`src/source/jump_pkg.sv`:
```
package jump_pkg;

    // --------------------
    // widths
    // --------------------
    localparam int phy_w     = 17;  // signed physics word
    localparam int frac_bits = 8;   // velocity fraction bits

    // --------------------
    // map geometry
    // --------------------
    localparam logic signed [phy_w-1:0] x_min   = 17'sd180;  // right wall + wall width
    localparam logic signed [phy_w-1:0] x_max   = 17'sd538;  // left wall 580 - char width 42
    localparam logic signed [phy_w-1:0] floor_y = 17'sd20;
    localparam logic signed [phy_w-1:0] init_x  = 17'sd517;
    localparam logic signed [phy_w-1:0] init_y  = 17'sd770;

    // --------------------
    // physics constants
    // --------------------
    localparam logic signed [phy_w-1:0] gravity    = -17'sd256;   // one pixel per step per step
    localparam logic signed [phy_w-1:0] max_vel    = phy_w'(58 << frac_bits);
    localparam logic signed [phy_w-1:0] jump_vel_x = 17'sd512;
    localparam logic signed [phy_w-1:0] jump_vel_y = 17'sd1536;

    // charge counter limits
    localparam logic [15:0] max_charge  = 16'd500;
    localparam logic [15:0] charge_step = 16'd10;

    // --------------------
    // movement state codes
    // --------------------
    localparam logic [2:0] st_idle   = 3'd0;
    localparam logic [2:0] st_left   = 3'd1;
    localparam logic [2:0] st_right  = 3'd2;
    localparam logic [2:0] st_charge = 3'd3;
    localparam logic [2:0] st_jump   = 3'd4;

    // raw button levels
    typedef struct packed {
        logic left;
        logic right;
        logic jump;
    } buttons_t;

    // position and velocity with frac_bits of velocity fraction
    typedef struct packed {
        logic signed [phy_w-1:0] pos_x;
        logic signed [phy_w-1:0] pos_y;
        logic signed [phy_w-1:0] vel_x;
        logic signed [phy_w-1:0] vel_y;
    } motion_t;

    // registered wall contact flags
    typedef struct packed {
        logic on_ground;
        logic at_left;
        logic at_right;
    } contact_t;

endpackage

```
`src/source/move_controller.sv`:
```
module move_controller (
    input  logic               sys_clk,
    input  logic               sys_rst_n,
    input  logic               move_tick,
    input  jump_pkg::buttons_t buttons,
    input  logic               on_ground,
    output logic               step,
    output logic [2:0]         char_state,
    output logic [15:0]        jump_cnt
);

    jump_pkg::buttons_t btn_q;        // registered button levels
    logic               jump_req;     // pending jump press seen on ground
    logic               charge_full;
    logic [2:0]         next_state;

    // --------------------
    // input sampling
    // --------------------
    always_ff @(posedge sys_clk or negedge sys_rst_n) begin
        if (!sys_rst_n) begin
            step  <= 1'b0;
            btn_q <= '0;
        end else begin
            step  <= move_tick;  // one cycle behind the tick
            btn_q <= buttons;
        end
    end

    // rising edge of jump while standing arms a charge
    always_ff @(posedge sys_clk or negedge sys_rst_n) begin
        if (!sys_rst_n) begin
            jump_req <= 1'b0;
        end else if (buttons.jump && !btn_q.jump && on_ground) begin
            jump_req <= 1'b1;
        end else if (char_state == jump_pkg::st_jump) begin
            jump_req <= 1'b0;
        end
    end

    assign charge_full = (jump_cnt >= jump_pkg::max_charge);

    // --------------------
    // movement FSM
    // --------------------
    always_comb begin
        case (char_state)
            jump_pkg::st_idle, jump_pkg::st_left, jump_pkg::st_right: begin
                if (!on_ground) begin
                    next_state = jump_pkg::st_idle;  // no control in the air
                end else if (btn_q.left) begin
                    next_state = jump_pkg::st_left;
                end else if (btn_q.right) begin
                    next_state = jump_pkg::st_right;
                end else if (jump_req) begin
                    next_state = jump_pkg::st_charge;
                end else begin
                    next_state = jump_pkg::st_idle;
                end
            end
            jump_pkg::st_charge: begin
                // release or full charge launches
                if (!btn_q.jump || charge_full) begin
                    next_state = jump_pkg::st_jump;
                end else begin
                    next_state = jump_pkg::st_charge;
                end
            end
            default: begin
                next_state = jump_pkg::st_idle;  // jump lasts one step
            end
        endcase
    end

    always_ff @(posedge sys_clk or negedge sys_rst_n) begin
        if (!sys_rst_n) begin
            char_state <= jump_pkg::st_idle;
        end else if (step) begin
            char_state <= next_state;
        end
    end

    // charge grows while held and drops back to 1 once launched
    always_ff @(posedge sys_clk or negedge sys_rst_n) begin
        if (!sys_rst_n) begin
            jump_cnt <= 16'd1;
        end else if (step) begin
            if (char_state == jump_pkg::st_charge) begin
                jump_cnt <= jump_cnt + jump_pkg::charge_step;
            end else if (char_state == jump_pkg::st_jump) begin
                jump_cnt <= 16'd1;
            end
        end
    end

endmodule

```
`src/source/boundary_detector.sv`:
```
module boundary_detector (
    input  logic               sys_clk,
    input  logic               sys_rst_n,
    input  jump_pkg::motion_t  motion,
    output jump_pkg::contact_t contact
);

    logic signed [jump_pkg::phy_w-1:0] px;
    logic signed [jump_pkg::phy_w-1:0] py;

    assign px = motion.pos_x;
    assign py = motion.pos_y;

    // --------------------
    // contact flags
    // --------------------
    // position is always clamped, so equality is enough
    always_ff @(posedge sys_clk or negedge sys_rst_n) begin
        if (!sys_rst_n) begin
            contact <= '0;
        end else begin
            contact.on_ground <= (py == jump_pkg::floor_y);
            contact.at_left   <= (px == jump_pkg::x_max);  // left is +x
            contact.at_right  <= (px == jump_pkg::x_min);
        end
    end

endmodule

```
`src/source/motion_integrator.sv`:
```
module motion_integrator (
    input  logic                   sys_clk,
    input  logic                   sys_rst_n,
    input  logic                   step,
    input  logic [2:0]             char_state,
    input  logic [15:0]            jump_cnt,
    input  jump_pkg::contact_t     contact,
    output jump_pkg::motion_t      motion,
    output logic signed [1:0]      face
);

    logic signed [jump_pkg::phy_w-1:0] jump_factor;
    logic signed [jump_pkg::phy_w-1:0] imp_x;        // horizontal launch speed
    logic signed [jump_pkg::phy_w-1:0] walk;
    logic signed [jump_pkg::phy_w-1:0] vx;
    logic signed [jump_pkg::phy_w-1:0] vy;
    logic signed [jump_pkg::phy_w-1:0] px;
    logic signed [jump_pkg::phy_w-1:0] py;
    logic signed [1:0]                 face_nxt;
    logic                              into_wall;
    jump_pkg::motion_t                 motion_nxt;

    function automatic logic signed [jump_pkg::phy_w-1:0] clamp_vel(
        input logic signed [jump_pkg::phy_w-1:0] v
    );
        if (v > jump_pkg::max_vel) begin
            return jump_pkg::max_vel;
        end else if (v < -jump_pkg::max_vel) begin
            return -jump_pkg::max_vel;
        end
        return v;
    endfunction

    // charge bits mapped onto a launch speed of 32 to 2496
    assign jump_factor = $signed({6'd0, jump_cnt[8:6], 8'd0})
                       + $signed({8'd0, jump_cnt[5:3], 6'd0})
                       + $signed({9'd0, jump_cnt[2:0], 5'd0})
                       + 17'sd32;

    assign imp_x = jump_pkg::jump_vel_x + (jump_factor >>> 2);

    // --------------------
    // next motion
    // --------------------
    always_comb begin
        vx = motion.vel_x;
        vy = motion.vel_y;
        px = motion.pos_x;
        py = motion.pos_y;
        face_nxt = face;

        // side wall hit in the air reverses direction
        into_wall = !contact.on_ground
                  && ((contact.at_left && vx > 0) || (contact.at_right && vx < 0));
        if (into_wall) begin
            vx = -vx;
            face_nxt = -face;
        end else if (char_state == jump_pkg::st_left) begin
            face_nxt = 2'sd1;
        end else if (char_state == jump_pkg::st_right) begin
            face_nxt = -2'sd1;
        end

        if (char_state == jump_pkg::st_jump) begin
            vx = face_nxt[1] ? vx - imp_x : vx + imp_x;  // face is +1 or -1
            vy = vy + jump_pkg::jump_vel_y + jump_factor;
        end

        if (!contact.on_ground) begin
            vy = vy + jump_pkg::gravity;
        end

        vx = clamp_vel(vx);
        vy = clamp_vel(vy);

        // one pixel per walking step
        if (char_state == jump_pkg::st_left) begin
            walk = 17'sd1;
        end else if (char_state == jump_pkg::st_right) begin
            walk = -17'sd1;
        end else begin
            walk = 17'sd0;
        end
        px = px + walk + (vx >>> jump_pkg::frac_bits);
        py = py + (vy >>> jump_pkg::frac_bits);

        if (px < jump_pkg::x_min) begin
            px = jump_pkg::x_min;
        end else if (px > jump_pkg::x_max) begin
            px = jump_pkg::x_max;
        end

        if (py < jump_pkg::floor_y) begin  // landing
            py = jump_pkg::floor_y;
            vx = '0;
            vy = '0;
        end

        motion_nxt.pos_x = px;
        motion_nxt.pos_y = py;
        motion_nxt.vel_x = vx;
        motion_nxt.vel_y = vy;
    end

    always_ff @(posedge sys_clk or negedge sys_rst_n) begin
        if (!sys_rst_n) begin
            motion.pos_x <= jump_pkg::init_x;
            motion.pos_y <= jump_pkg::init_y;
            motion.vel_x <= '0;
            motion.vel_y <= '0;
            face         <= 2'sd1;  // facing left
        end else if (step) begin
            motion <= motion_nxt;
            face   <= face_nxt;
        end
    end

endmodule

```
`src/source/jump_character.sv`:
```
module jump_character (
    input  logic               sys_clk,
    input  logic               sys_rst_n,
    input  logic               move_tick,
    input  jump_pkg::buttons_t buttons,
    output jump_pkg::motion_t  motion,
    output logic signed [1:0]  face,
    output logic [15:0]        jump_cnt,
    output logic               on_ground
);

    logic               step;
    logic [2:0]         char_state;
    jump_pkg::contact_t contact;

    // --------------------
    // control and contact side by side
    // --------------------
    move_controller i_move_controller (
        .sys_clk    (sys_clk),
        .sys_rst_n  (sys_rst_n),
        .move_tick  (move_tick),
        .buttons    (buttons),
        .on_ground  (contact.on_ground),
        .step       (step),
        .char_state (char_state),
        .jump_cnt   (jump_cnt)
    );

    boundary_detector i_boundary_detector (
        .sys_clk   (sys_clk),
        .sys_rst_n (sys_rst_n),
        .motion    (motion),
        .contact   (contact)
    );

    // integrator merges both results
    motion_integrator i_motion_integrator (
        .sys_clk    (sys_clk),
        .sys_rst_n  (sys_rst_n),
        .step       (step),
        .char_state (char_state),
        .jump_cnt   (jump_cnt),
        .contact    (contact),
        .motion     (motion),
        .face       (face)
    );

    assign on_ground = contact.on_ground;

endmodule

```
`config.mk`:
```
export PLATFORM = sky130hd
export DESIGN_NAME = jump_character
export DESIGN_NICKNAME = d
export VERILOG_FILES = /design/src/source/jump_pkg.sv /design/src/source/move_controller.sv /design/src/source/boundary_detector.sv /design/src/source/motion_integrator.sv /design/src/source/jump_character.sv
export SDC_FILE = /design/constraint.sdc
export NUM_CORES = 1
export LEC_CHECK = 0
export ABC_AREA = 0
export BUFFER_PORTS_ARGS = -buffer_cell sky130_fd_sc_hd__buf_4
export CORE_MARGIN = 2
export CORE_UTILIZATION = 25
export DETAILED_ROUTE_END_ITERATION = 12
export PLACE_DENSITY_LB_ADDON = 0.2
export SLEW_MARGIN = 15
export SYNTH_ARGS = -nofsm -noshare
export SYNTH_HDL_FRONTEND = slang
export SYNTH_SLANG_ARGS = --single-unit
export TNS_END_PERCENT = 1
```
`constraint.sdc`:
```
create_clock -name sys_clk -period 9.9 [get_ports sys_clk]
set_input_delay 2.475 -clock sys_clk [delete_from_list [all_inputs] [get_ports sys_clk]]
set_output_delay 2.475 -clock sys_clk [all_outputs]
set_load 0.03 [all_outputs]
```
==> reports/qor.csv <==
metric;value;unit
status;complete, no violations;
cts_root_buf;clkbuf_16;
tns;0;ns
fillCellCount;3728;
worst-slew-pin-transition;0.947;ns
overflow;0;
ys_seq_elements;91;
synth_cell_type_count;87;
synth_enable_flop_cells;0;
clk_pin_slew_worst_paths;0.08;ns
slew_violations;0;
finalHoldViolCount;0;
dr.first_iter.drc_count;471;
gp_congestion;0.859;
path_common_cell;nand3_1;
cts_buffers;9;
ant_nets;0;
synthFlopType;dfrtp_1;
die_x;192;um
crit_path_end_kind;register;
slowest_delay;0.55;ns
drv_cap;0;
critPathKind;register to register;
grt_util_met2;0.256;
vias;7976;
crit_fanout;11;
yosysWarnings;0;
postSynthCellCount;1011;
period_minus_slack;9.08;ns
cts_tree;done;
grtUsageMet1;0.203;
routed_via_density;5.13;
critical-path-slowest-cell;or4_1;
grt-busiest-layer;met2;
clk_latency;0.37;ns
cts_max_level;3;
grt_pass1_vias;7821;
met3_usage;0.0333;
fmax;0.110;GHz
drive_gt1_frac;0.159;
die_y;192;um
dieArea;37000;sq um
synth_area_per_cell;8.76;sq um
grt_antenna_before_repair;0;
rsz0062_at_grt;false;
drc;0;
syn2layout_area_growth;17.4;%
required;10.21;ns
port_buffers;86;
diodes;0;
relSlewSlack;0.364;
final_nets;1197;
setup.worst_path.start_class;register;
cts_sinks;91;
core_region_area;34700;sq um
grt_first_pass_wirelength;44500;um
clock_path_buffers;2;
period_share;0.917;
timing.reg2reg.setup_slack;0.82;ns
start_util;0.255;
arrival;9.38;ns
hpwl;21700;um
wl_per_cell;18.1;um
grt.total_usage;0.155;
grt_max_degree;66;
synth_seq_area_share;0.258;
wl;28100;um
io_pins;93;
dr.pass1.iters;5;
fp-row-count;68;
setup_violations;0;
synth_area;8860;sq um
skew;0.00997;ns
hp-class;register to register;
async_reset_ff_frac;1.00;
[synthesized netlist by cell type, drive strengths merged, types with 5 or more instances]
library cell | instances | share of area
nor2 | 87 | 0.037
nand2 | 48 | 0.020
o21a | 19 | 0.016
a2111oi | 9 | 0.012
a21o | 18 | 0.015
a32o | 6 | 0.0068
o22ai | 5 | 0.0035
or2 | 11 | 0.0078
mux2i | 10 | 0.013
o22a | 5 | 0.0049
o2bb2ai | 14 | 0.014
clkbuf | 23 | 0.0097
o21ai | 61 | 0.035
nor4b | 7 | 0.0069
a21oi | 59 | 0.035
a31oi | 6 | 0.0042
and2 | 8 | 0.0056
o211ai | 8 | 0.0068
a22o | 16 | 0.016
nor3 | 38 | 0.023
dfstp | 8 | 0.024
nor3b | 9 | 0.0076
or3 | 10 | 0.0071
nor4 | 17 | 0.013
xnor2 | 41 | 0.041
o2111ai | 7 | 0.0076
xor2 | 39 | 0.039
and3 | 14 | 0.0099
dfrtp | 83 | 0.23
nor2b | 20 | 0.014
buf | 18 | 0.013
nand4 | 12 | 0.0085
a21boi | 5 | 0.0042
o31ai | 10 | 0.010
o21bai | 7 | 0.0059
ha | 77 | 0.11
inv | 49 | 0.021
nand2b | 15 | 0.011
nand3b | 5 | 0.0042
nand3 | 26 | 0.016
fa | 20 | 0.045
a211oi | 11 | 0.0099
[metal layers]
layer / wire length [um] / part of all wire
met1: 13000 / 0.46
met2: 13100 / 0.47
met3: 1430 / 0.051
met4: 592 / 0.021
met5: 0 / 0
[timing repair]
item | in CTS | in global routing
setup buffers | 0 | 0
gates resized for setup | 0 | 7
endpoints found under the setup margin | 0 | 44
hold buffers | 0 | 0
[flip-flops by register name, summed over array words and instances, names as in the netlist]
signal,cells
i_motion_integrator.motion,62
i_move_controller.jump_cnt,16
i_boundary_detector.contact,3
i_move_controller.btn_q,3
i_move_controller.char_state,3
i_motion_integrator.face,2
i_move_controller.jump_req,1
i_move_controller.step,1
[kinds of logic (layout without fill, tap and decap cells)]
family	after synthesis	in the layout	share of synthesized area
other	1	6	0.000423
multiplexers	14	14	0.0178
flip-flops	91	91	0.258
XOR/XNOR	80	80	0.0799
buffers and inverters	90	173	0.0431
AND/OR/NAND/NOR	335	335	0.200
adder cells (fa/ha/maj)	97	97	0.154
AO/OA/AOI/OAI	303	303	0.247
[critical path, delay by kind of cell (launching register included)]
kind | cells | cell delay [ns]
adder cells (fa/ha/maj) | 5 | 1.67
buffers and inverters | 2 | 0.40
AO/OA/AOI/OAI | 14 | 3.74
AND/OR/NAND/NOR | 12 | 2.74
flip-flops | 1 | 0.45
[final cells by class]
| class | count | area (sq um) | area share |
|---|---|---|---|
| multi-input combinational | 835 | 6240 | 0.601 |
| sequential | 91 | 2290 | 0.220 |
| timing repair buffer | 108 | 811 | 0.0780 |
| tap | 455 | 569 | 0.0548 |
| clock buffer | 10 | 229 | 0.0220 |
| inverter | 49 | 184 | 0.0177 |
| clock inverter | 6 | 71.3 | 0.00686 |
[through the flow]
step / utilization / instances / worst slack, ns / area, sq um / hold WS [ns]
after global routing: 0.299 / 1554 / 0.0174 / 10400 / 0.535
after floorplan: - / 1016 / 1.41 / 8880 / 0.489
final: 0.299 / 1554 / 0.825 / 10400 / 0.509
after detailed placement: 0.290 / 1538 / 0.387 / 10100 / 0.505
after global placement: 0.290 / 1538 / 0.284 / 10100 / 0.500
after CTS: 0.299 / 1554 / 0.301 / 10400 / 0.515
[worst paths after layout]
| kind | start | to | depth (start not counted) |
|---|---|---|---|
| worst max-delay path | i_motion_integrator.motion[21] | i_motion_integrator.motion[56] | 33 |
| worst max register to register | i_motion_integrator.motion[21] | i_motion_integrator.motion[56] | 33 |
| worst min register to register | i_motion_integrator.motion[42] | i_motion_integrator.motion[42] | 1 |
| min in group asynchronous | sys_rst_n | i_motion_integrator.motion[8] | 1 |
| worst min-delay path | i_motion_integrator.motion[42] | i_motion_integrator.motion[42] | 1 |
| max in group asynchronous | sys_rst_n | i_motion_integrator.motion[57] | 2 |
[cell usage in the layout (no fill, tap or decap), drive strengths merged, types with 10 or more instances in the layout]
| master | n |
|---|---|
| buf | 108 |
| nor2 | 87 |
| dfrtp | 83 |
| ha | 77 |
| o21ai | 61 |
| a21oi | 59 |
| inv | 51 |
| nand2 | 48 |
| xnor2 | 41 |
| xor2 | 39 |
| nor3 | 38 |
| nand3 | 26 |
| nor2b | 20 |
| fa | 20 |
| o21a | 19 |
| a21o | 18 |
| nor4 | 17 |
| a22o | 16 |
| nand2b | 15 |
| o2bb2ai | 14 |
| and3 | 14 |
| nand4 | 12 |
| or2 | 11 |
| a211oi | 11 |
| or3 | 10 |
| o31ai | 10 |
| mux2i | 10 |
| clkbuf | 10 |
Power is not shown: default switching activity piles up to over one toggle a cycle in this logic, so the estimate is an artifact.
